### config.mk
export PLATFORM = sky130hd
export DESIGN_NAME = op_dispatcher
export DESIGN_NICKNAME = d
export VERILOG_FILES = /design/src/source/rob_pkg.sv /design/src/source/op_dispatcher.sv
export VERILOG_INCLUDE_DIRS = /design/src /design/src/source
export SDC_FILE = /design/constraint.sdc
export NUM_CORES = 1
export LEC_CHECK = 0
export ABC_AREA = 1
export BUFFER_PORTS_ARGS = -buffer_cell sky130_fd_sc_hd__buf_2
export CAP_MARGIN = 5
export CORE_AREA = 2 2 88 90
export DETAILED_ROUTE_END_ITERATION = 6
export DIE_AREA = 0 0 90 92
export GPL_TIMING_DRIVEN = 0
export PLACE_DENSITY = 0.65
export SLEW_MARGIN = 20
export SYNTH_ARGS = -nofsm -noshare
export SYNTH_HDL_FRONTEND = slang
export SYNTH_SLANG_ARGS = --single-unit
export TNS_END_PERCENT = 10
### constraint.sdc
create_clock -name clk -period 2.5 [get_ports clk]
set_clock_uncertainty 0.2 [all_clocks]
set_input_delay 0.25 -clock clk [delete_from_list [all_inputs] [get_ports clk]]
set_output_delay 0.25 -clock clk [all_outputs]
set_load 0.03 [all_outputs]
### src/source/rob_config.svh
`ifndef ROB_CONFIG_SVH
`define ROB_CONFIG_SVH

// Reorder buffer sizing
`define ROB_DEPTH 16
`define ROB_TAG_BITS $clog2(`ROB_DEPTH)

// Execution lanes
`define NUM_LANES 3
`define LANE_ID_BITS $clog2(`NUM_LANES)
`define LANE_QUEUE_DEPTH 2              // Queue slots, also credits per lane

// Execute cycles for a multiply
`define MUL_LATENCY 4

// Data and pc width
`define XLEN 32

`endif

### src/source/rob_pkg.sv
`default_nettype none

`include "rob_config.svh"

package rob_pkg;

    typedef logic [`XLEN-1:0] xlen_t;               // Data word
    typedef logic [`XLEN-1:0] pc_t;                 // Instruction address
    typedef logic [`ROB_TAG_BITS-1:0] rob_tag_t;    // ROB entry index
    typedef logic [4:0] reg_idx_t;                  // Destination register
    typedef logic [`LANE_ID_BITS-1:0] lane_id_t;    // Lane number

    typedef enum logic [2:0] {
        OP_ADD     = 3'd0,
        OP_SUB     = 3'd1,
        OP_XOR     = 3'd2,
        OP_MUL     = 3'd3,
        OP_ILLEGAL = 3'd4
    } opcode_e;

    typedef enum logic {
        LANE_IDLE,
        LANE_BUSY
    } lane_state_e;

endpackage

`default_nettype wire

### src/source/op_dispatcher.sv
`default_nettype none

`include "rob_config.svh"

module op_dispatcher (
    input  logic                        clk,
    input  logic                        rst,
    input  logic                        flush,
    input  logic                        in_valid,
    input  rob_pkg::pc_t                in_pc,
    input  rob_pkg::opcode_e            in_op,
    input  rob_pkg::reg_idx_t           in_dest,
    input  rob_pkg::xlen_t              in_a,
    input  rob_pkg::xlen_t              in_b,
    output logic                        in_ready,
    input  logic                        rob_full,
    input  rob_pkg::rob_tag_t           alloc_tag,
    output logic                        alloc,
    output rob_pkg::pc_t                alloc_pc,
    output rob_pkg::reg_idx_t           alloc_dest,
    output logic [`NUM_LANES-1:0]       issue_valid,
    output rob_pkg::rob_tag_t           issue_tag,
    output rob_pkg::opcode_e            issue_op,
    output rob_pkg::xlen_t              issue_a,
    output rob_pkg::xlen_t              issue_b,
    input  logic [`NUM_LANES-1:0]       credit_return
);

    localparam int CNT_W = $clog2(`LANE_QUEUE_DEPTH + 1);

    logic [CNT_W-1:0]       credits [`NUM_LANES];
    logic [`NUM_LANES-1:0]  has_credit;
    rob_pkg::lane_id_t      rr_ptr;                 // Lane searched first
    rob_pkg::lane_id_t      sel_lane;
    logic                   accept;

    always_comb begin
        for (int l = 0; l < `NUM_LANES; l++) begin
            has_credit[l] = (credits[l] != '0);
        end
    end

    // Round-robin pick of the first lane with a credit
    always_comb begin
        int cand;
        sel_lane = rr_ptr;
        for (int k = `NUM_LANES - 1; k >= 0; k--) begin
            cand = int'(rr_ptr) + k;
            if (cand >= `NUM_LANES) cand = cand - `NUM_LANES;
            if (has_credit[cand]) sel_lane = rob_pkg::lane_id_t'(cand);
        end
    end

    assign in_ready = !rob_full && (|has_credit) && !flush;
    assign accept   = in_valid && in_ready;

    assign alloc      = accept;                     // Tag taken on this edge
    assign alloc_pc   = in_pc;
    assign alloc_dest = in_dest;

    assign issue_valid = accept ? (`NUM_LANES'(1) << sel_lane) : '0;
    assign issue_tag   = alloc_tag;
    assign issue_op    = in_op;
    assign issue_a     = in_a;
    assign issue_b     = in_b;

    always_ff @(posedge clk) begin
        if (rst || flush) begin
            for (int l = 0; l < `NUM_LANES; l++) begin
                credits[l] <= CNT_W'(`LANE_QUEUE_DEPTH);    // Lanes empty again
            end
        end else begin
            for (int l = 0; l < `NUM_LANES; l++) begin
                case ({issue_valid[l], credit_return[l]})
                    2'b10:   credits[l] <= credits[l] - 1'b1;
                    2'b01:   credits[l] <= credits[l] + 1'b1;
                    default: credits[l] <= credits[l];
                endcase
            end
        end
    end

    always_ff @(posedge clk) begin
        if (rst) begin
            rr_ptr <= '0;
        end else if (accept) begin
            rr_ptr <= (int'(sel_lane) == `NUM_LANES - 1) ? '0 : sel_lane + 1'b1;
        end
    end

endmodule

`default_nettype wire

### After elaboration in Yosys (flattened, before gate mapping)

Memory sizes are Yosys's and may differ from the RTL's.
Index checks and enable logic that the tools add are counted.
Widths: inputs -> output; s select.

| cells by class | value |
|---|---|
| equal/unequal tests | 7 |
| $lt $le $gt $ge | 6 |
| muxes and demuxes | 55 |
| add/sub/neg operators | 12 |
| bitwise logic cells | 9 |
| shift operators | 1 |
| reductions and logical operators | 13 |

Operator list:

| operator | count |
|---|---|
| $lt 32x4->1 const B | 3 |
| $mux 32 | 3 |
| $mux 1 | 35 |
| $mux 2 | 13 |
| $or 1x1->1 | 9 |
| $add 2x1->2 const B | 4 |
| $eq 2x2->1 const B | 4 |
| $sub 3x2->4 const B | 2 |
| $bmux 1 s2 | 3 |
| $eq 2x1->1 const B | 3 |
| $ge 3x2->1 const B | 2 |
| $reduce_bool 2->1 | 3 |
| $reduce_or 2->1 | 3 |
| $sub 2x1->2 const B | 3 |
| $add 2x1->3 const B | 1 |
| $add 2x2->3 const B | 1 |
| $logic_and 1x1->1 | 3 |
| $mux 3 | 1 |
| $reduce_or 3->1 | 1 |
| $shl 1x2->3 const A | 1 |
| $sub 2x2->3 const B | 1 |
| $ge 2x2->1 const B | 1 |
| $logic_not 1->1 | 2 |
| $logic_or 1x1->1 | 1 |

| word-level totals | value |
|---|---|
| memories | 1 |
| output and inout bits | 113 |
| word-level logic and storage cells | 105 |
| register bits after elaboration | 2 |
| RAM bits | 6 |
| input port bits | 116 |

Memory list:

| memory | words | width | read ports | clocked after memory_dff | wr ports | RTL line | source |
|---|---|---|---|---|---|---|---|
| credits | 3 | 2 | 3 | 0 | 3 | op_dispatcher.sv:31 | `` logic [CNT_W-1:0] credits [`NUM_LANES]; `` |

### Depth between registers and ports, before layout

| depth | value |
|---|---|
| word-level depth | 18 |
| depth in mapped cells | 16 |

### Worst setup path after synthesis

OpenSTA, ideal clock, no wires.

| timing | value |
|---|---|
| kind | register -> register |
| start point | register rr_ptr[0] |
| end point | memory credits[2][0] in the netlist's numbering, enable pin |
| slack | -0.084 ns |
| required time | 1.973 ns |
| data arrival time | 2.057 ns |
| period minus slack after synthesis | 2.584 ns |
| setup time | 0.327 ns |
| stages on the path, launching flop included | 17 |
| cells stage by stage | dfxtp_1 -> inv_1 -> ha_1 -> inv_1 -> nand2_1 -> nand3_2 -> nand2_2 -> inv_1 -> nand3_1 -> nand2_1 -> nand2_2 -> nor2_2 -> nand2_1 -> inv_1 -> ha_1 -> nor2_1 -> o21ai_0 |

RTL lines:

| item | RTL line | source |
|---|---|---|
| start: declaration | op_dispatcher.sv:33 | `rob_pkg::lane_id_t rr_ptr;` |
| start signal: assignment | op_dispatcher.sv:87 | `` rr_ptr <= (int'(sel_lane) == `NUM_LANES - 1) ? '0 : sel_lane + 1'b1; `` |
| end: declaration | op_dispatcher.sv:31 |  |

==> results.txt <==
----------------------------------------------------
[Status]
  Result of the run ... completed

[STA]
  Worst-Margin Slew ... ~0.46 ns
  Final hold violation count ... 0
  Max frequency ... between 0.4 and 0.5 GHz
  RSZ-0062 raised after global routing ... false
  Final worst path period share ... approximately 94%
  Final number of setup-violating endpoints ... 0
  Final critical delay including setup and external delays ... ~2.4 ns
  Final Hold Slack ... 0.01195 ns
  Max transition margin ... a little over two thirds
  Final max-slew violation count ... 0

[Synth]
  Mean post-synth cell area ... approximately 7.5 um2
  Total nets after synthesis ... approximately 330
  Flip-flop and latch count after synthesis ... 8
  Unique masters post-synth ... 22
  Post-synthesis sequential area ratio ... roughly 14%
  Cells after synthesis ... 206
  Post-Synthesis Cell Area ... 1535 um2
  Synth warn ... 0

[Critical path]
  R2r endpoint ... credits[1][1]
  Startpoint type of the worst setup path ... register
  Minimum setup slack among reg-to-reg paths ... ~0.15 ns
  Slowest-stage cell, CP ... sky130_fd_sc_hd__dfxtp_2
  Kind of critical path ... reg2reg
  Worst endpoint required time ... 2.24 ns
  Highest net fanout along the worst path ... 5
  Worst stage delay on the critical path ... 0.34 ns
  R2R depth ... 14
  Startpoint of the worst-slack reg-to-reg timing path ... rr_ptr[0]
  WP data arrival ... between 2 and 2.5 ns
  Sequence of cells on the critical path ... inv_1, ha_4, inv_2, nand2_1, nand3_2, nand2_2, a21oi_1, nand2_1, nand2_2, nand2_2, nor2_4, inv_1, ha_1, nand2_1
  Critical Path Sink Type ... register

[Die]
  Overall die height ... between 90 and 100 um
  Row Count ... 32
  Area of the die ... between 8000 and 9000 um2
  Core box area ... 7447 um2
  Effective utilization at floorplan ... around 21%
  Floorplan die width ... roughly 90 um
  Io pins ... 229

[Layout]
  Final Instance Count excl. Fillers ... about 430
  Final design area excluding fillers ... between 2000 and 2500 um2
  Synth-to-Final Area Change ... 53.79%
  Net count, final ... approximately 460
  Fraction of final layout cells sized beyond drive strength 1 ... about 80%
  Number of antenna repair diodes ... 0

[Global route]
  Overflow after GRT ... 0
  Initial antenna violation count ... 0
  Number of global-route vias before repair ... 1223
  Maximum number of pins on one net before global-route repair ... 7
  Global-route wire length before repair ... about 5000 um
  Global router's overall resource usage ... between 7 and 8%

[Job]
  Number of max-cap violations ... 0

[Min path]
  Hold Path Depth ... 2
  Hold Path Origin ... rst
  Endpoint, Worst Hold ... rr_ptr[0]
  Min-Delay Path Class ... in2reg

[Detailed routing]
  Detailed Route Iter0 Violations ... 20
  Post-detailed-route via-to-cell ratio ... around 3.6
  Remaining antenna violation count after routing ... 0
  Total wire length after detailed routing ... 3537 um
  Total iterations of the first detailed-routing run ... 4
  Average wire length per cell after detail routing ... between 8 and 9 um
  Number of remaining DRC errors ... 0
  Vias ... around 1500

[Pwr]
  Worst voltage drop across the vdd grid ... 0.0001212 V
  Pwr Density ... ~350 nW/um2
  Leakage component of the power ... between 1 and 1.5 nW

[Clocking]
  Clock slew seen by the registers of the worst setup and hold paths ... 0.04 ns
  CTS sink count ... 8
  CTS tree ... yes
  Number of buffers inserted during clock tree synthesis ... 3
  Depth of the CTS H-tree ... 1
  Largest buffer count on any clock path ... 2
  Clock latency on the worst-skew pair ... around 0.23 ns
  Root Buffer ... sky130_fd_sc_hd__clkbuf_8

[Place]
  Global placement routability congestion ... a little over 0.7
  Port buffer count ... 120
  Post-DP HPWL ... 3230 um
  Area post-placement ... around 2300 um2
  DP Cell Count ... approximately 430

----------------------------------------------------
## sequential cells by signal (all words and copies together), names as in the netlist
name and cells:
credits 6, rr_ptr 2
## area by class of cell
class	instances	area [um2]
fillers	793	5086
plain buffers	108	810.8
repair buffers	121	613.1
multi-input cells	70	470.5
flip-flops and latches	8	222.7
well taps	102	127.6
inverters	20	75.07
clock buffers	3	41.29
## metrics by stage
| step | util [%] | setup WS (ns) | power, mW | TNS [ns] |
|---|---|---|---|---|
| after global placement | 30.39 | -0.1713 | 0.6544 | -0.3992 |
| after CTS | 31.28 | 0.03546 | 0.8202 | 0 |
| after floorplan | - | 0.01390 | 0.5568 | 0 |
| after global routing | 31.70 | 0.0009330 | 0.8600 | 0 |
| after detailed placement | 30.39 | -0.2417 | 0.6590 | -0.6245 |
| final | 31.70 | 0.1452 | 0.8192 | 0 |
## where the power goes
| group | internal (mW) | switching (mW) |
|---|---|---|
| clock network | 0.104 | 0.0503 |
| logic | 0.205 | 0.297 |
| registers | 0.154 | 0.00824 |
| total | 0.464 | 0.355 |
## synthesized netlist by cell type, drive strengths merged
cell type	instances	share of area, %
nand2	29	8.4
inv	20	4.9
nand3b	2	0.98
o31ai	1	0.81
ha	7	5.7
dfxtp	2	2.6
and2	1	0.41
nor2	13	5.1
nor3	1	0.33
edfxtp	6	12
a21oi	4	1.5
nand4	1	0.41
buf	108	53
o21ai	2	0.65
nand3	9	3.6
## worst max-delay path by stage
| stage | startpoint | to | slack, ns | cells past startpoint |
|---|---|---|---|---|
| finish | rr_ptr[0] | credits[1][1] | 0.15 | 14 |
| global route | credits[2][0] | credits[2][1] | 0.0009 | 15 |
| CTS | rr_ptr[0] | credits[2][1] | 0.04 | 15 |
| detailed placement | rr_ptr[0] | credits[2][0] | -0.24 | 14 |
| global placement | rr_ptr[0] | credits[2][0] | -0.17 | 14 |
| floorplan | rr_ptr[0] | credits[2][0] | 0.01 | 16 |
## worst max-delay path: cells and delay by family, from the launching register on
family / cells / cell delay (ns)
AO/OA/AOI/OAI: 1 / 0.12
adder cells (fa/ha/maj): 2 / 0.53
buffers and inverters: 3 / 0.21
flip-flops: 1 / 0.34
AND/OR/NAND/NOR: 8 / 0.66
## logic make-up after synthesis
family          Yosys count  share of synthesized area, %
compound gates            7                         3.015
fa+ha+maj                 7                         5.705
buf+inv                 128                         57.70
flops                     8                         14.34
simple gates             56                         19.23
## what timing repair did
item	in CTS	in global routing
hold buffers	0	0
setup endpoints to repair	7	12
setup buffers	0	1
resized for setup	8	5
cloned	0	0
## routing by layer
layer | share of wire [%] | wire [um] | vias to the layer above | GRT usage [%]
met5 | 0 | 0 | - | 0
met4 | 0.90 | 32 | 0 | 1.923
met3 | 17 | 592 | 5 | 3.615
met2 | 51 | 1789 | 125 | 13.35
met1 | 32 | 1122 | 641 | 7.754
li1 | - | - | 777 | -
## cells in the final DEF, fill, tap and decap left out, types with 3 or more instances in the layout
cell                       netlist  routed
sky130_fd_sc_hd__inv_1          15      13
sky130_fd_sc_hd__nand2_1        23      22
sky130_fd_sc_hd__inv_2           5       7
sky130_fd_sc_hd__nor2_4          3       4
sky130_fd_sc_hd__nand2_2         5       5
sky130_fd_sc_hd__clkbuf_8        0       3
sky130_fd_sc_hd__ha_1            7       5
sky130_fd_sc_hd__buf_4         108     111
sky130_fd_sc_hd__nand3_1         7       7
sky130_fd_sc_hd__nor2_1          7       7
sky130_fd_sc_hd__edfxtp_1        6       6
sky130_fd_sc_hd__a21oi_1         3       3
sky130_fd_sc_hd__buf_2           0     118
No activity file was read; power rests on OpenSTA's default activity.
