$ cat config.mk
export PLATFORM = sky130hd
export DESIGN_NAME = reorder_buffer
export DESIGN_NICKNAME = d
export VERILOG_FILES = /design/src/source/rob_pkg.sv /design/src/source/reorder_buffer.sv
export VERILOG_INCLUDE_DIRS = /design/src /design/src/source
export SDC_FILE = /design/constraint.sdc
export NUM_CORES = 2
export LEC_CHECK = 0
export ABC_AREA = 0
export BUFFER_PORTS_ARGS = -buffer_cell sky130_fd_sc_hd__buf_2
export CORE_UTILIZATION = 53
export DETAILED_ROUTE_END_ITERATION = 6
export GPL_TIMING_DRIVEN = 0
export MAX_ROUTING_LAYER = met4
export PLACE_DENSITY = 0.72
export SLEW_MARGIN = 20
export SYNTH_ARGS = -nofsm -noshare
export SYNTH_HDL_FRONTEND = slang
export SYNTH_SLANG_ARGS = --single-unit
$ cat constraint.sdc
create_clock -name clk -period 4.2 [get_ports clk]
set_input_delay 1.05 -clock clk [delete_from_list [all_inputs] [get_ports clk]]
set_output_delay 1.05 -clock clk [all_outputs]
set_load 0.05 [all_outputs]
$ cat src/source/rob_config.svh
`ifndef ROB_CONFIG_SVH
`define ROB_CONFIG_SVH

// Reorder buffer sizing
`define ROB_DEPTH 16
`define ROB_TAG_BITS $clog2(`ROB_DEPTH)

// Execution lanes
`define NUM_LANES 3
`define LANE_ID_BITS $clog2(`NUM_LANES)
`define LANE_QUEUE_DEPTH 2              // Queue slots, also credits per lane

// Execute cycles for a multiply
`define MUL_LATENCY 4

// Data and pc width
`define XLEN 32

`endif

$ cat src/source/rob_pkg.sv
`default_nettype none

`include "rob_config.svh"

package rob_pkg;

    typedef logic [`XLEN-1:0] xlen_t;               // Data word
    typedef logic [`XLEN-1:0] pc_t;                 // Instruction address
    typedef logic [`ROB_TAG_BITS-1:0] rob_tag_t;    // ROB entry index
    typedef logic [4:0] reg_idx_t;                  // Destination register
    typedef logic [`LANE_ID_BITS-1:0] lane_id_t;    // Lane number

    typedef enum logic [2:0] {
        OP_ADD     = 3'd0,
        OP_SUB     = 3'd1,
        OP_XOR     = 3'd2,
        OP_MUL     = 3'd3,
        OP_ILLEGAL = 3'd4
    } opcode_e;

    typedef enum logic {
        LANE_IDLE,
        LANE_BUSY
    } lane_state_e;

endpackage

`default_nettype wire

$ cat src/source/reorder_buffer.sv
`default_nettype none

`include "rob_config.svh"

module reorder_buffer (
    input  logic                    clk,
    input  logic                    rst,
    input  logic                    alloc,
    input  rob_pkg::pc_t            alloc_pc,
    input  rob_pkg::reg_idx_t       alloc_dest,
    output rob_pkg::rob_tag_t       alloc_tag,
    output logic                    rob_full,
    input  logic [`NUM_LANES-1:0]   wb_valid,
    input  rob_pkg::rob_tag_t       wb_tag [`NUM_LANES],
    input  rob_pkg::xlen_t          wb_value [`NUM_LANES],
    input  logic [`NUM_LANES-1:0]   wb_exc,
    output logic                    commit_valid,
    output rob_pkg::pc_t            commit_pc,
    output rob_pkg::reg_idx_t       commit_dest,
    output rob_pkg::xlen_t          commit_value,
    output logic                    exception_valid,
    output rob_pkg::pc_t            exception_pc,
    output logic                    flush
);

    localparam int TB = `ROB_TAG_BITS;

    logic [TB:0]                head_ptr;           // Extra bit tells full from empty
    logic [TB:0]                tail_ptr;
    rob_pkg::rob_tag_t          head_idx;
    rob_pkg::rob_tag_t          tail_idx;

    logic [`ROB_DEPTH-1:0]      valid_q;
    logic [`ROB_DEPTH-1:0]      done_q;
    logic [`ROB_DEPTH-1:0]      exc_q;
    rob_pkg::pc_t               pc_mem    [`ROB_DEPTH];
    rob_pkg::reg_idx_t          dest_mem  [`ROB_DEPTH];
    rob_pkg::xlen_t             value_mem [`ROB_DEPTH];

    logic                       head_ready;
    logic                       retire;
    logic                       raise;

    assign head_idx = head_ptr[TB-1:0];
    assign tail_idx = tail_ptr[TB-1:0];

    assign alloc_tag = tail_idx;
    assign rob_full  = (head_ptr[TB] != tail_ptr[TB]) && (head_idx == tail_idx);

    // Head decision, held off while a flush is in progress
    assign head_ready = valid_q[head_idx] && done_q[head_idx] && !exception_valid;
    assign retire     = head_ready && !exc_q[head_idx];
    assign raise      = head_ready && exc_q[head_idx];

    assign flush = exception_valid;

    always_ff @(posedge clk) begin
        if (rst || flush) begin
            head_ptr <= '0;
            tail_ptr <= '0;
            valid_q  <= '0;
            done_q   <= '0;
            exc_q    <= '0;
        end else begin
            if (alloc) begin
                valid_q[tail_idx] <= 1'b1;
                done_q[tail_idx]  <= 1'b0;
                exc_q[tail_idx]   <= 1'b0;
                tail_ptr          <= tail_ptr + 1'b1;
            end
            // Any lane may complete any entry
            for (int l = 0; l < `NUM_LANES; l++) begin
                if (wb_valid[l] && valid_q[wb_tag[l]]) begin
                    done_q[wb_tag[l]] <= 1'b1;
                    exc_q[wb_tag[l]]  <= wb_exc[l];
                end
            end
            if (retire) begin
                valid_q[head_idx] <= 1'b0;
                head_ptr          <= head_ptr + 1'b1;
            end
        end
    end

    always_ff @(posedge clk) begin
        if (alloc) begin
            pc_mem[tail_idx]   <= alloc_pc;
            dest_mem[tail_idx] <= alloc_dest;
        end
        for (int l = 0; l < `NUM_LANES; l++) begin
            if (wb_valid[l]) begin
                value_mem[wb_tag[l]] <= wb_value[l];
            end
        end
    end

    always_ff @(posedge clk) begin
        if (rst) begin
            commit_valid    <= 1'b0;
            exception_valid <= 1'b0;
        end else begin
            commit_valid    <= retire;
            exception_valid <= raise;       // Single pulse, head stays put
        end
    end

    always_ff @(posedge clk) begin
        if (retire) begin
            commit_pc    <= pc_mem[head_idx];
            commit_dest  <= dest_mem[head_idx];
            commit_value <= value_mem[head_idx];
        end
        if (raise) begin
            exception_pc <= pc_mem[head_idx];
        end
    end

endmodule

`default_nettype wire

# [After elaboration in Yosys (flattened, before gate mapping)]
# Memory sizes are Yosys's and may differ from the RTL's. A register that Yosys moved wholly into a read port is not among the register bits.
# Index checks and enable logic that the tools add are counted.
[op_classes] add_sub_neg=2 order_cmp=10 eq_ne=2 n_mux=52 bitwise_logic=9 n_reduce_logical=16
[ops] operator="$mux W16" count=17
[ops] operator="$or A16 B16 Y16" count=4
[ops] operator="$and A16 B16 Y16" count=3
[ops] operator="$bwmux W16" count=3
[ops] operator="$not A16 Y16" count=2
[ops] operator="$lt A4 B5 Y1 const B" count=5
[ops] operator="$bmux W1 S4" count=6
[ops] operator="$demux W1 S4" count=5
[ops] operator="$ge A4 B1 Y1 const B" count=5
[ops] operator="$mux W1" count=19
[ops] operator="$logic_and A1 B1 Y1" count=13
[ops] operator="$add A5 B1 Y5 const B" count=2
[ops] operator="$mux W4" count=2
[ops] operator="$eq A4 B4 Y1" count=1
[ops] operator="$logic_not A1 Y1" count=2
[ops] operator="$logic_or A1 B1 Y1" count=1
[ops] operator="$ne A1 B1 Y1" count=1
[totals] reg_bits=124 ram_bits=1104 out_inout_bits=109 elab_cells=103 memories=3
[mem_list] memory="pc_mem" depth=16 width=32 rd=1 rd_ports_with_merged_regs=1 wr=1 line="reorder_buffer.sv:36" rtl="rob_pkg::pc_t pc_mem [`ROB_DEPTH];"
[mem_list] memory="value_mem" depth=16 width=32 rd=1 rd_ports_with_merged_regs=1 wr=3 line="reorder_buffer.sv:38" rtl="rob_pkg::xlen_t value_mem [`ROB_DEPTH];"
[mem_list] memory="dest_mem" depth=16 width=5 rd=1 rd_ports_with_merged_regs=1 wr=1 line="reorder_buffer.sv:37" rtl="rob_pkg::reg_idx_t dest_mem [`ROB_DEPTH];"

# [Longest topological paths before layout]
[logic_depth] ltp_word=16 depth_mapped=9 depth_no_buf=7

# [Worst setup path after synthesis]
# No wires, ideal clock.
[synth_timing] path_type="input-to-reg" from="input wb_valid[1]" to="memory value_mem[3][0] in the netlist's numbering, enable pin" setup_ns=0.431 arrival_time_ns=3.307 required_ns=3.769 slack_ns=0.463 cell_stages=3 path_cell_list="clkbuf_1 > or3b_2 > o211ai_1"
[synth_rtl] item="start, declared" line="reorder_buffer.sv:13" rtl="input logic [`NUM_LANES-1:0] wb_valid,"
[synth_rtl] item="end, declared" line="reorder_buffer.sv:38"

# [Worst setup path in the final report]
[layout_timing] from="register head_ptr[0]" to="output rob_full"
[layout_between] elab_chain_cells=2
[layout_lines] item="start, declared" line="reorder_buffer.sv:28" rtl="logic [TB:0] head_ptr;"
[layout_lines] item="start signal, assigned" line="reorder_buffer.sv:80" rtl="head_ptr <= head_ptr + 1'b1;"
[layout_lines] item="$eq A4 B4 Y1" line="reorder_buffer.sv:48" rtl="assign rob_full = (head_ptr[TB] != tail_ptr[TB]) && (head_idx == tail_idx);"
[layout_lines] item="$logic_and A1 B1 Y1" line="reorder_buffer.sv:48"
[layout_lines] item="end, declared" line="reorder_buffer.sv:12" rtl="output logic rob_full,"
# No other way between the ends.

==> flow_summary.yaml <==
run_status:
  status: "finished clean"
sta:
  post-route-period-util_pct: 97.33
  slew_violations: 0
  holdWs_ns: 0.4758
  hold_violations: 0
  fin_skew_ns: 0.03120
  maxSlewHeadroom_pct: 14.84
  setup_viol: 0
  period_needed_ns: 4.088
  max_freq_mhz: 244.6
  rsz0062_at_grt: "no"
  max_slew.worst_pin.slew_ns: 1.277
power_and_ir_drop:
  leakage_nw: 22.36
  pwr_density_cell_nw_per_um2: 420.6
  worst_ir_drop_vdd_mv: 0.4183
  power_mw: 28.48
floorplan:
  rows: 122
  core_area_um2: 110800
  die_w_um: 336.7
  start_util_pct: 53.56
  ios: 263
  dieHeight_um: 336.7
  die_area_um2: 113300
global_routing:
  grt_first_pass_wirelength_um: 279200
  busiest_layer: "met2"
  grt_usage_pct: 36.22
  grt_use_met3_pct: 9.197
  grt_antenna_before_repair: 30
  grt_pass1_vias: 39600
  grt_util_met1_pct: 44.65
  met2_usage_pct: 55.18
  grt_max_degree: 79
  grt.overflow.total: 0
setup_path:
  r2r_cells: 5
  cp_max_fo: 10
  worst_ep_required_time_ns: 3.15
  arrival_ns: 3.04
  r2r-end: "commit_value[0]"
  worst_setup_path_start_kind: "flip-flop"
  crit_type: "flip-flop to primary output"
  r2r_slack_ns: 0.55
  r2r-start: "head_ptr[0]"
  cp-end-kind: "primary output"
  worstSetupStartpoint: "head_ptr[0]"
drt:
  antenna_left: 0
  route.detailed.wl_per_inst_um: 32.94
  drc: 0
  vias: 40580
  first_pass_iters: 7
  wirelength_um: 199200
  first_iter_violations: 6308
  vias_per_cell: 6.710
placed_design:
  gp_routability_congestion: 1.005
  post-place-cells: 5771
  hpwl_um: 126500
  portBuffers: 223
clock_network:
  numCtsBuffers: 138
  cts_htree_levels: 4
  cts_setup_buffers: 0
  cts_tree: "done"
  clock_latency_ns: 0.79
  cts-root-buf: "clkbuf_16"
  clkTransAtPathRegs_ns: 0.06
  postCtsHoldBufs: 0
  clkSinkCount: 1269
  clock_path_buffers: 3
cells_and_area:
  num-fill-cells: 8320
  nNetsFinal: 4584
  areaGrowthSynthToFinish_pct: 14.09
  stdcell_count: 6048
  drive_gt1_share_pct: 21.45
hold_path:
  hold_path.startpoint: "done_q[8]"
  hold_path.class: "flip-flop to flip-flop"
  hold_path_end: "done_q[8]"
  holdPathStages: 2
logic_synthesis:
  yosys_warnings: 0
  synth.net_count: 4164
  synth-main-ff-cell: "edfxtp_1"
  synth-edff-count: 1205
  synth_xor_area_share_pct: 0.1475
  synth_top_family_by_area: "multiplexers"
  avgSynthCellArea_um2: 14.83
  synth_mux_area_share_pct: 22.60
  yosys_register_bits: 1269
  ys_seq_area_share_pct: 63.12
  synthCells: 4002
  synth_fa_ha_area_share_pct: 0.1686
  synthSimpleGateAreaFrac_pct: 5.246
  synth_area_um2: 59360
  async_reset_ff_share_pct: 0
  synth_compound_area_share_pct: 5.788
  yosysUniqueCellTypes: 49
job:
  max_cap_violations: 0
-- cell usage after synthesis (all sizes together), types with 2 or more instances --
| cell type | n | area (µm²) |
|---|---|---|
| nand2 | 352 | 1321 |
| buf | 140 | 644.4 |
| nor2b | 13 | 81.33 |
| o21bai | 3 | 22.52 |
| a22o | 2 | 17.52 |
| nand4b | 4 | 35.03 |
| nand3b | 2 | 15.01 |
| xor2 | 5 | 43.79 |
| a31o | 4 | 35.04 |
| or3b | 2 | 17.52 |
| or2 | 2 | 12.51 |
| nor2 | 294 | 1104 |
| xnor2 | 5 | 43.79 |
| or4b | 2 | 20.02 |
| a22oi | 4 | 30.03 |
| nand2b | 7 | 43.79 |
| edfxtp | 1205 | 36180 |
| o21ai | 276 | 1381 |
| a221oi | 5 | 43.79 |
| o31ai | 4 | 30.03 |
| nand3 | 40 | 200.2 |
| and3 | 17 | 106.4 |
| a21oi | 267 | 1336 |
| a31oi | 30 | 187.7 |
| nand4 | 7 | 43.79 |
| o211ai | 18 | 135.1 |
| clkbuf | 272 | 1021 |
| a211o | 2 | 17.52 |
| nor3 | 3 | 15.01 |
| mux2i | 521 | 5215 |
| ha | 8 | 100.1 |
| a41oi | 12 | 105.1 |
| and2 | 6 | 37.54 |
| mux4 | 364 | 8198 |
| dfxtp | 64 | 1281 |
| and3b | 2 | 17.52 |
| o22ai | 6 | 37.54 |
| inv | 21 | 78.83 |
| nor3b | 5 | 37.54 |
-- layer usage --
layer	part of all wire, %	vias up	routed length (µm)
met5	0	-	0
met4	5.9	0	11660
met3	12	757	23850
met2	47	3222	93480
met1	35	20230	70220
li1	-	16370	-
-- worst max-delay path, cell delays in order (launching register included) --
cell and delay, ns:
dfxtp_1 0.50, buf_4 0.30, buf_4 0.30, buf_6 0.25, xnor2_1 0.14, nand3_1 0.10, nor3_1 0.33, buf_2 0.33
-- cells in the final DEF (no fill, tap or decap), drive strengths merged, types with 6 or more instances in the layout --
master,Yosys,layout
edfxtp,1205,1205
mux2i,521,521
clkbuf,272,444
buf,140,419
mux4,364,364
nand2,352,352
nor2,294,294
o21ai,276,276
a21oi,267,267
dfxtp,64,64
clkinv,0,46
nand3,40,40
diode,0,33
inv,21,32
a31oi,30,30
o211ai,18,18
and3,17,17
nor2b,13,13
bufinv,0,13
a41oi,12,12
ha,8,8
nand2b,7,7
nand4,7,7
o22ai,6,6
and2,6,6
-- sequential cells by signal (all words and copies together), names as in the netlist, named ones only --
signal and flops:
valid_q 16, pc_mem 512, exception_pc 32, commit_valid 1
commit_pc 32, exception_valid 1, commit_value 32, done_q 16
exc_q 16, head_ptr 5, commit_dest 5, tail_ptr 5
dest_mem 80, value_mem 512
-- power by group --
| part | internal, mW | switching [mW] |
|---|---|---|
| registers | 14.3 | 0.102 |
| logic | 0.583 | 1.14 |
| clock network | 7.07 | 5.32 |
-- final cells by class --
class,instances,area [µm²],area share (%)
diodes,33,82.58,0.1219
plain buffers,410,1695,2.503
clock buffers,171,3650,5.389
clock inverters,74,910.9,1.345
inverters,21,118.9,0.1755
multi-input cells,2300,20220,29.86
flip-flops and latches,1269,37470,55.32
well taps,1488,1862,2.749
repair buffers,282,1715,2.533
-- metrics by stage --
| step | TNS (ns) | utilization, % | instance area, µm² | worst slack, ns |
|---|---|---|---|---|
| CTS | 0 | 61.01 | 67610 | 0.004187 |
| detailed placement | -124.74 | 56.89 | 63040 | -1.146 |
| floorplan | 0 | - | 59360 | 0.4626 |
| finish | 0 | 61.11 | 67720 | 0.1121 |
| global placement | -875.57 | 56.25 | 62340 | -2.508 |
| global route | 0 | 61.09 | 67700 | 0.02170 |
-- cell families (layout without fill, tap and decap cells) --
group | after synthesis | in the layout
flops | 1269 | 1269
mux | 885 | 885
simple gates | 759 | 759
compound gates | 638 | 638
buf+inv | 433 | 958
xor+xnor | 10 | 10
fa+ha+maj | 8 | 8
other cells | 0 | 33
-- how the worst max path moves through the flow --
stage,end,slack (ns)
after floorplan,value_mem[3][0],0.46
after global placement,value_mem[3][7],-2.51
after detailed placement,value_mem[14][13],-1.15
after CTS,rob_full,0.004
after global routing,rob_full,0.02
final,rob_full,0.11
-- timing repair --
action | CTS | global route
endpoints found under the setup margin | 20 | 12
gates cloned | 0 | 0
pin swaps | 0 | 1
gates resized for setup | 7 | 4
No activity file was read; power rests on OpenSTA's default activity.
