--- src/source/rob_config.svh ---
`ifndef ROB_CONFIG_SVH
`define ROB_CONFIG_SVH

// Reorder buffer sizing
`define ROB_DEPTH 16
`define ROB_TAG_BITS $clog2(`ROB_DEPTH)

// Execution lanes
`define NUM_LANES 3
`define LANE_ID_BITS $clog2(`NUM_LANES)
`define LANE_QUEUE_DEPTH 2              // Queue slots, also credits per lane

// Execute cycles for a multiply
`define MUL_LATENCY 4

// Data and pc width
`define XLEN 32

`endif

--- src/source/rob_pkg.sv ---
`default_nettype none

`include "rob_config.svh"

package rob_pkg;

    typedef logic [`XLEN-1:0] xlen_t;               // Data word
    typedef logic [`XLEN-1:0] pc_t;                 // Instruction address
    typedef logic [`ROB_TAG_BITS-1:0] rob_tag_t;    // ROB entry index
    typedef logic [4:0] reg_idx_t;                  // Destination register
    typedef logic [`LANE_ID_BITS-1:0] lane_id_t;    // Lane number

    typedef enum logic [2:0] {
        OP_ADD     = 3'd0,
        OP_SUB     = 3'd1,
        OP_XOR     = 3'd2,
        OP_MUL     = 3'd3,
        OP_ILLEGAL = 3'd4
    } opcode_e;

    typedef enum logic {
        LANE_IDLE,
        LANE_BUSY
    } lane_state_e;

endpackage

`default_nettype wire

--- src/source/exec_lane.sv ---
`default_nettype none

`include "rob_config.svh"

module exec_lane (
    input  logic                clk,
    input  logic                rst,
    input  logic                flush,
    input  logic                issue_valid,
    input  rob_pkg::rob_tag_t   issue_tag,
    input  rob_pkg::opcode_e    issue_op,
    input  rob_pkg::xlen_t      issue_a,
    input  rob_pkg::xlen_t      issue_b,
    output logic                credit_return,
    output logic                wb_valid,
    output rob_pkg::rob_tag_t   wb_tag,
    output rob_pkg::xlen_t      wb_value,
    output logic                wb_exc
);

    localparam int DEPTH = `LANE_QUEUE_DEPTH;
    localparam int PTR_W = (DEPTH > 1) ? $clog2(DEPTH) : 1;
    localparam int CNT_W = $clog2(DEPTH + 1);
    localparam int LAT_W = $clog2(`MUL_LATENCY + 1);

    rob_pkg::rob_tag_t      q_tag [DEPTH];
    rob_pkg::opcode_e       q_op  [DEPTH];
    rob_pkg::xlen_t         q_a   [DEPTH];
    rob_pkg::xlen_t         q_b   [DEPTH];
    logic [PTR_W-1:0]       wr_ptr;
    logic [PTR_W-1:0]       rd_ptr;
    logic [CNT_W-1:0]       count;

    rob_pkg::lane_state_e   state;
    logic [LAT_W-1:0]       cyc_left;               // Execute cycles after this one
    logic                   start;
    rob_pkg::xlen_t         start_res;
    logic                   start_exc;
    logic [LAT_W-1:0]       start_lat;
    rob_pkg::rob_tag_t      cur_tag;
    rob_pkg::xlen_t         cur_value;
    logic                   cur_exc;

    assign start         = (state == rob_pkg::LANE_IDLE) && (count != '0);
    assign credit_return = start;                   // Op leaves the queue

    // Result of the op at the queue head
    always_comb begin
        start_res = '0;
        start_exc = 1'b0;
        start_lat = '0;
        case (q_op[rd_ptr])
            rob_pkg::OP_ADD: start_res = q_a[rd_ptr] + q_b[rd_ptr];
            rob_pkg::OP_SUB: start_res = q_a[rd_ptr] - q_b[rd_ptr];
            rob_pkg::OP_XOR: start_res = q_a[rd_ptr] ^ q_b[rd_ptr];
            rob_pkg::OP_MUL: begin
                start_res = q_a[rd_ptr] * q_b[rd_ptr];      // Low XLEN bits kept
                start_lat = LAT_W'(`MUL_LATENCY - 1);
            end
            default: start_exc = 1'b1;              // Illegal, value stays zero
        endcase
    end

    always_ff @(posedge clk) begin
        if (issue_valid) begin
            q_tag[wr_ptr] <= issue_tag;
            q_op[wr_ptr]  <= issue_op;
            q_a[wr_ptr]   <= issue_a;
            q_b[wr_ptr]   <= issue_b;
        end
    end

    always_ff @(posedge clk) begin
        if (rst || flush) begin
            wr_ptr <= '0;
            rd_ptr <= '0;
            count  <= '0;
        end else begin
            if (issue_valid) begin
                wr_ptr <= (int'(wr_ptr) == DEPTH - 1) ? '0 : wr_ptr + 1'b1;
            end
            if (start) begin
                rd_ptr <= (int'(rd_ptr) == DEPTH - 1) ? '0 : rd_ptr + 1'b1;
            end
            count <= count + CNT_W'(issue_valid) - CNT_W'(start);
        end
    end

    always_ff @(posedge clk) begin
        if (rst || flush) begin
            state    <= rob_pkg::LANE_IDLE;
            cyc_left <= '0;
        end else begin
            case (state)
                rob_pkg::LANE_IDLE: begin
                    if (start) begin
                        state    <= rob_pkg::LANE_BUSY;
                        cyc_left <= start_lat;
                    end
                end
                rob_pkg::LANE_BUSY: begin
                    if (cyc_left == '0) state <= rob_pkg::LANE_IDLE;
                    else cyc_left <= cyc_left - 1'b1;
                end
                default: state <= rob_pkg::LANE_IDLE;
            endcase
        end
    end

    // Result held until the counter runs out
    always_ff @(posedge clk) begin
        if (start) begin
            cur_tag   <= q_tag[rd_ptr];
            cur_value <= start_res;
            cur_exc   <= start_exc;
        end
    end

    assign wb_valid = (state == rob_pkg::LANE_BUSY) && (cyc_left == '0);
    assign wb_tag   = cur_tag;
    assign wb_value = cur_value;
    assign wb_exc   = cur_exc;

endmodule

`default_nettype wire

--- config.mk ---
export PLATFORM = sky130hd
export DESIGN_NAME = exec_lane
export DESIGN_NICKNAME = d
export VERILOG_FILES = /design/src/source/rob_pkg.sv /design/src/source/exec_lane.sv
export VERILOG_INCLUDE_DIRS = /design/src /design/src/source
export SDC_FILE = /design/constraint.sdc
export NUM_CORES = 2
export LEC_CHECK = 0
export ABC_AREA = 1
export ABC_CLOCK_PERIOD_IN_PS = 10000
export BUFFER_PORTS_ARGS = -buffer_cell sky130_fd_sc_hd__buf_2
export CAP_MARGIN = 40
export CORE_ASPECT_RATIO = 2
export CORE_UTILIZATION = 55
export DETAILED_ROUTE_END_ITERATION = 8
export GPL_TIMING_DRIVEN = 0
export PLACE_DENSITY = 0.69
export SYNTH_ARGS = -nofsm -noshare
export SYNTH_HDL_FRONTEND = slang
export SYNTH_SLANG_ARGS = --single-unit
export TNS_END_PERCENT = 10
--- constraint.sdc ---
create_clock -name clk -period 10 [get_ports clk]
set_clock_uncertainty 0.2 [all_clocks]
set_input_delay 0.5 -clock clk [delete_from_list [all_inputs] [get_ports clk]]
set_output_delay 0.5 -clock clk [all_outputs]
set_load 0.01 [all_outputs]
# Yosys cells after proc, flatten, opt, wreduce, memory -nomap -nowiden

Memories as Yosys holds them, arrays and structs flattened. A register that Yosys moved wholly into a read port is not among the register bits.
Cells that the tools add are included.

Bits of input ports: 75
Logic and storage cells: 53
Output and inout port bits: 39
RAM bits: 142
Register bits: 41
Memories kept: 4
ROM bits: 0
Latch bits: 0

Memory list:

| memory | words | width | read ports | clocked after Yosys merged registers in | wr ports | line            | RTL |
|---|---|---|---|---|---|---|---|
| q_a    | 2     | 32    | 1          | 1                                       | 1        | exec_lane.sv:28 | `rob_pkg::xlen_t q_a [DEPTH];` |
| q_b    | 2     | 32    | 1          | 1                                       | 1        | exec_lane.sv:29 | `rob_pkg::xlen_t q_b [DEPTH];` |
| q_tag  | 2     | 4     | 1          | 1                                       | 1        | exec_lane.sv:26 | `rob_pkg::rob_tag_t q_tag [DEPTH];` |
| q_op   | 2     | 3     | 1          | 1                                       | 1        | exec_lane.sv:27 | `rob_pkg::opcode_e q_op [DEPTH];` |

Bitwise operators: 2
Shift operators: 0
$mul: 1
Reduce and logical (&&, ||, !) cells: 8
Add/sub/neg operators: 7
Divide/modulo/power cells: 0
Muxes and demuxes: 19
Equal/unequal tests: 5
Order comparisons: 0

Operators by type and width:

| kind                                                | number |
|---|---|
| case mux 32 bit (4 select lines)                    | 1 |
| adder 32 bit                                        | 1 |
| multiplier 32 x 32 -> 32 bit                        | 1 |
| subtractor 32 bit                                   | 1 |
| bitwise XOR 32 bit                                  | 1 |
| 2-to-1 mux 1 bit                                    | 13 |
| equality test 3 x 2 -> 1 bit, second input constant | 2 |
| logical NOT 3 bit                                   | 2 |
| 2-to-1 mux 3 bit                                    | 2 |
| case mux 3 bit (2 select lines)                     | 1 |
| inequality test 2 bit, second input constant        | 2 |
| OR reduction 4 bit                                  | 1 |
| equality test 3 x 1 -> 1 bit, second input constant | 1 |
| subtractor 3 x 1 -> 3 bit, second input constant    | 1 |
| adder 1 bit, second input constant                  | 2 |
| adder 2 x 1 -> 2 bit                                | 1 |
| logical AND 1 bit                                   | 2 |
| 2-to-1 mux 2 bit                                    | 1 |
| case mux 1 bit (2 select lines)                     | 1 |
| AND reduction 2 bit                                 | 1 |
| nonzero test 2 bit                                  | 1 |
| subtractor 2 x 1 -> 2 bit                           | 1 |
| logical OR 1 bit                                    | 1 |
| inverter 1 bit                                      | 1 |

# Depth between registers and ports, before layout

Word-level depth: 4
Mapped depth: 42
Depth with buffers taken out: 38

# Worst setup path after synthesis

OpenSTA, ideal clock, no wires.

Path kind: reg2reg
From: register (tool-made name)
To: register cur_value[29] (netlist: wb_value[29]) (data pin)
Clock period less this slack: 7.601 ns
Buffers on the path: 4
Path slack: 2.399 ns
Cell stages (with the launch flop): 37
Setup time: 0.264 ns
Arrival: 7.138 ns
Cell sequence: dfxtp_1 > buf_6 > inv_4 > buf_6 > buf_2 > nand2_1 > nand2_1 > clkbuf_1 > clkinv_1 > nor2_1 > fa_1 > fa_1 > fa_1 > inv_1 > fa_1 > inv_1 > fa_1 > inv_1 > fa_1 > inv_1 > fa_1 > fa_1 > ha_1 > nand2_1 > inv_1 > nand2_1 > nor3_1 > nand4_1 > nand3_1 > a21o_1 > nand2_1 > nand2_1 > nand2_1 > nand2_1 > a21oi_1 > o21ai_0 > nand3_1

RTL lines:

| item                 | line             | RTL |
|---|---|---|
| to (signal assigned) | exec_lane.sv:114 | `cur_value <= start_res;` |
| to (decl)            | exec_lane.sv:41  | `rob_pkg::xlen_t cur_value;` |

==> summary.md <==
• 188 — Clock Sinks
• 8500 um — met3 routed WL
• 10 — Worst Path Max Fanout
• 309 um — height of the die
• 83,900 um — Detail Placement HPWL
• finished, final reports clean — status
• met5 — highest metal layer with signal wires
• 3,710 — net count after synthesis
• reg2reg — type of the setup path with the least slack
• sky130_fd_sc_hd__clkbuf_16 — root buffer selected by CTS
• 9710 ps — shortest clock period the worst path allows after layout
• 3,051 — instance count of the mapped netlist
• 113 — # port buffers
• 0 — total global routing overflow
• 2 — number of buffers on the longest clock path
• 45.2% — combined global-route utilization of all metal layers
• 8.57% — share of cells above drive strength 1
• 0 — DR DRC count
• 8 — Bufs and invs on worst path
• 760 ps — worst stage delay on the critical path
• 55.6% — initial cell density of the core
• flip-flop — capturing element type of the critical path
• 0.103 GHz — Fmax achieved
• 0 — count of endpoints failing hold in the final timing report
• 0 — Synth Warn #
• 46,500 um2 — Floorplan Core Area
• 8.48 um2 — Avg Cell Area, Syn
• 97.1% — share of the cycle needed by the critical path after routing
• 9 — length of the first detailed-routing pass in iterations
• 90 ps — clock edge transition at the registers on the reported setup and hold paths
• 27,500 um2 — cell area reported after detailed placement
• 1,831 — Detailed Route Iter0 Violations
• 0 ps — final setup TNS
• false — unrepaired setup endpoints after global routing
• 17 — number of buffers added by the clock tree synthesis step
• 9.34% — synthesis-to-finish area growth
• in2reg — worst min-delay path class
• 114 — number of placed I/O pins
• yes — CTS tree
• 4 — number of levels in the clock H-tree
• 3,877 — number of nets in the final layout
• 25,900 um2 — post-synthesis instance area
• 31.9% — Relative slew margins
• 155 um — die width
• 48,000 um2 — Total Die Area
• 1020 ps — transition time of the tightest slew-check pin
• 50,000 um — Detail Route met2 WL
• sky130_fd_sc_hd__clkbuf_1 — highest-delay cell along the critical path
• 9960 ps — required time at the endpoint of the critical path
• 470 ps — source-to-sink clock delay at the later pin of the worst-skew pair
• flip-flop — type of element launching the critical path
• 0 — Slew Viols, Final
• adder cells — top cell family by delay on the critical path
• sky130_fd_sc_hd__fa_1 — CP most frequent cell
• 3,813 — number of cells in the design after placement
• 22,600 — vias post-DR
• 3,864 — final non-filler cell total
• 104,000 um — final wirelength
• 4,177 — number of fill cells in the layout
• 24,000 — via count of the first global-routing pass
• 26.9 um — post-detailed-route wirelength per cell
• 8 — antenna violations before repair
• 0 — final number of setup-violating endpoints
• 0 — max-capacitance violation count
• 112 — FP Rows
• 57 — post-synth cell types
• 1.04 — final RePlAce weighted congestion
• 28,300 um2 — post-route cell area
• 5.85 — vias per inst
• 21.5% — sequential fraction of the synthesis area
• 30,900 um — routed length on met1
• sky130_fd_sc_hd__edfxtp_1 — most common flop cell mapped by yosys
• 68 — pin count of the biggest net entering global routing
• 9680 ps — Arrival @ worst endpoint
• 150,000 um — wire length of the first global-routing pass
• 188 — synthesized flop and latch total
• 0% — async set-reset flop share out of synthesis
• 0 — number of routed nets with antenna violations
• 179 — number of enable-type register cells in the synthesized netlist
[cells in the final DEF, fill, tap and decap left out, types with 5 or more instances in the layout]
master / count
sky130_fd_sc_hd__nand4_1: 14
sky130_fd_sc_hd__xnor2_1: 10
sky130_fd_sc_hd__buf_2: 133
sky130_fd_sc_hd__buf_4: 12
sky130_fd_sc_hd__nor3_1: 14
sky130_fd_sc_hd__clkinv_1: 12
sky130_fd_sc_hd__buf_1: 5
sky130_fd_sc_hd__clkbuf_16: 17
sky130_fd_sc_hd__o21ai_0: 105
sky130_fd_sc_hd__dfxtp_1: 9
sky130_fd_sc_hd__buf_6: 17
sky130_fd_sc_hd__buf_8: 6
sky130_fd_sc_hd__o21a_1: 5
sky130_fd_sc_hd__fa_1: 409
sky130_fd_sc_hd__nor2_1: 398
sky130_fd_sc_hd__or2_2: 8
sky130_fd_sc_hd__a21o_1: 5
sky130_fd_sc_hd__nand2_2: 15
sky130_fd_sc_hd__ha_1: 175
sky130_fd_sc_hd__clkbuf_1: 59
sky130_fd_sc_hd__o211ai_1: 9
sky130_fd_sc_hd__xor2_1: 45
sky130_fd_sc_hd__nand3_1: 82
sky130_fd_sc_hd__edfxtp_1: 179
sky130_fd_sc_hd__o21ai_2: 18
sky130_fd_sc_hd__nand3b_1: 10
sky130_fd_sc_hd__inv_2: 7
sky130_fd_sc_hd__a21oi_1: 123
sky130_fd_sc_hd__a31oi_1: 14
sky130_fd_sc_hd__inv_1: 576
sky130_fd_sc_hd__o21ai_1: 9
sky130_fd_sc_hd__inv_12: 5
sky130_fd_sc_hd__diode_2: 6
sky130_fd_sc_hd__nand2_1: 651
[routing by layer]
| metal | vias up | GRT usage (%) |
|---|---|---|
| met3 | 578 | 11.4 |
| met4 | 4 | 50.0 |
| met5 | - | 0 |
| met1 | 11000 | 42.8 |
| met2 | 1262 | 75.2 |
| li1 | 9758 | - |
[cell type report]
type                            instances  area (um2)  area share (%)
Tap cell                              627         785            2.77
Clock inverter                         15         196           0.694
Sequential cell                       188        5560            19.6
Clock buffer                           17         425            1.50
Inverter                              600        2270            8.01
Buffer                                 93         445            1.57
Timing Repair Buffer                  148         972            3.44
Multi-Input combinational cell       2170       17600            62.3
Antenna cell                            6        15.0          0.0531
[path summary, 6_finish.rpt]
kind	cells past startpoint	slack (ps)	endpoint	from
worst max-delay path	31	290	wb_value[29]	flip-flop
worst min-delay path	1	10	q_a[1][3]	issue_a[3]
worst max register to register	31	290	wb_value[29]	flip-flop
worst min register to register	2	290	cyc_left[1]	cyc_left[1]
[state kept, by name, indices dropped and copies added (netlist names), named ones only]
register  flops
rd_ptr        1
wr_ptr        1
cyc_left      3
count         2
q_a          64
wb_exc        1
q_op          6
q_b          64
wb_tag        4
q_tag         8
state         1
wb_value     32
[kinds of logic (layout without fill, tap and decap cells)]
kind of cell,after synthesis,after routing,synth area share (%)
AO/OA/AOI/OAI,319,319,7.18
XOR/XNOR,55,55,1.86
adder cells (fa/ha/maj),584,584,40.1
buffers and inverters,693,873,10.4
flip-flops,188,188,21.5
multiplexers,2,2,0.0774
other,0,6,0
AND/OR/NAND/NOR,1210,1210,18.9
[metrics by stage]
step / utilization [%] / hold slack (ps) / setup slack (ps)
after floorplan: - / 239 / 2400
after detailed placement: 59.1 / 271 / 383
after global routing: 60.8 / 5.08 / 32.5
final: 60.8 / 12.0 / 286
after CTS: 60.5 / 3.89 / 328
after global placement: 58.5 / 252 / -335
[what timing repair did]
item	CTS	global route
setup buffers	0	3
hold buffers	4	0
resized for setup	0	4
endpoints found under the hold margin	6	0
endpoints found under the setup margin	0	2
[synth_stat cells, types with 2 or more instances]
cell / count / share of area, %
sky130_fd_sc_hd__buf_6: 8 / 0.35
sky130_fd_sc_hd__nor4_1: 4 / 0.097
sky130_fd_sc_hd__edfxtp_1: 179 / 21
sky130_fd_sc_hd__nand3_1: 82 / 1.6
sky130_fd_sc_hd__o21ai_4: 3 / 0.19
sky130_fd_sc_hd__buf_4: 4 / 0.12
sky130_fd_sc_hd__nand2_2: 15 / 0.36
sky130_fd_sc_hd__o31ai_1: 4 / 0.12
sky130_fd_sc_hd__a221oi_1: 3 / 0.10
sky130_fd_sc_hd__nand2_1: 651 / 9.4
sky130_fd_sc_hd__or2_2: 8 / 0.19
sky130_fd_sc_hd__inv_1: 578 / 8.4
sky130_fd_sc_hd__inv_2: 6 / 0.087
sky130_fd_sc_hd__clkbuf_1: 60 / 0.87
sky130_fd_sc_hd__nand3_2: 2 / 0.077
sky130_fd_sc_hd__o21ai_2: 17 / 0.58
sky130_fd_sc_hd__a21boi_0: 2 / 0.058
sky130_fd_sc_hd__nor2_4: 2 / 0.087
sky130_fd_sc_hd__o21ai_0: 105 / 2.0
sky130_fd_sc_hd__nor2_1: 399 / 5.8
sky130_fd_sc_hd__o21a_1: 5 / 0.15
sky130_fd_sc_hd__o21bai_1: 3 / 0.087
sky130_fd_sc_hd__nand4_1: 14 / 0.34
sky130_fd_sc_hd__nand2_4: 3 / 0.13
sky130_fd_sc_hd__a21o_1: 5 / 0.15
sky130_fd_sc_hd__o21ai_1: 10 / 0.19
sky130_fd_sc_hd__nor2_2: 3 / 0.073
sky130_fd_sc_hd__o221ai_1: 4 / 0.14
sky130_fd_sc_hd__buf_1: 5 / 0.073
sky130_fd_sc_hd__nand3b_1: 10 / 0.29
sky130_fd_sc_hd__dfxtp_1: 9 / 0.70
sky130_fd_sc_hd__mux2i_1: 2 / 0.077
sky130_fd_sc_hd__xnor2_1: 10 / 0.34
sky130_fd_sc_hd__a22oi_1: 3 / 0.087
sky130_fd_sc_hd__nor3_1: 14 / 0.27
sky130_fd_sc_hd__xor2_1: 45 / 1.5
sky130_fd_sc_hd__a31oi_1: 14 / 0.34
sky130_fd_sc_hd__clkinv_1: 14 / 0.20
sky130_fd_sc_hd__a21oi_1: 123 / 2.4
sky130_fd_sc_hd__ha_1: 175 / 8.5
sky130_fd_sc_hd__fa_1: 409 / 32
sky130_fd_sc_hd__buf_2: 16 / 0.31
sky130_fd_sc_hd__o211ai_1: 9 / 0.26
Power is left out: the tool's default activity adds up to more than one toggle a clock period on the data nets, which glitch-free logic cannot reach.
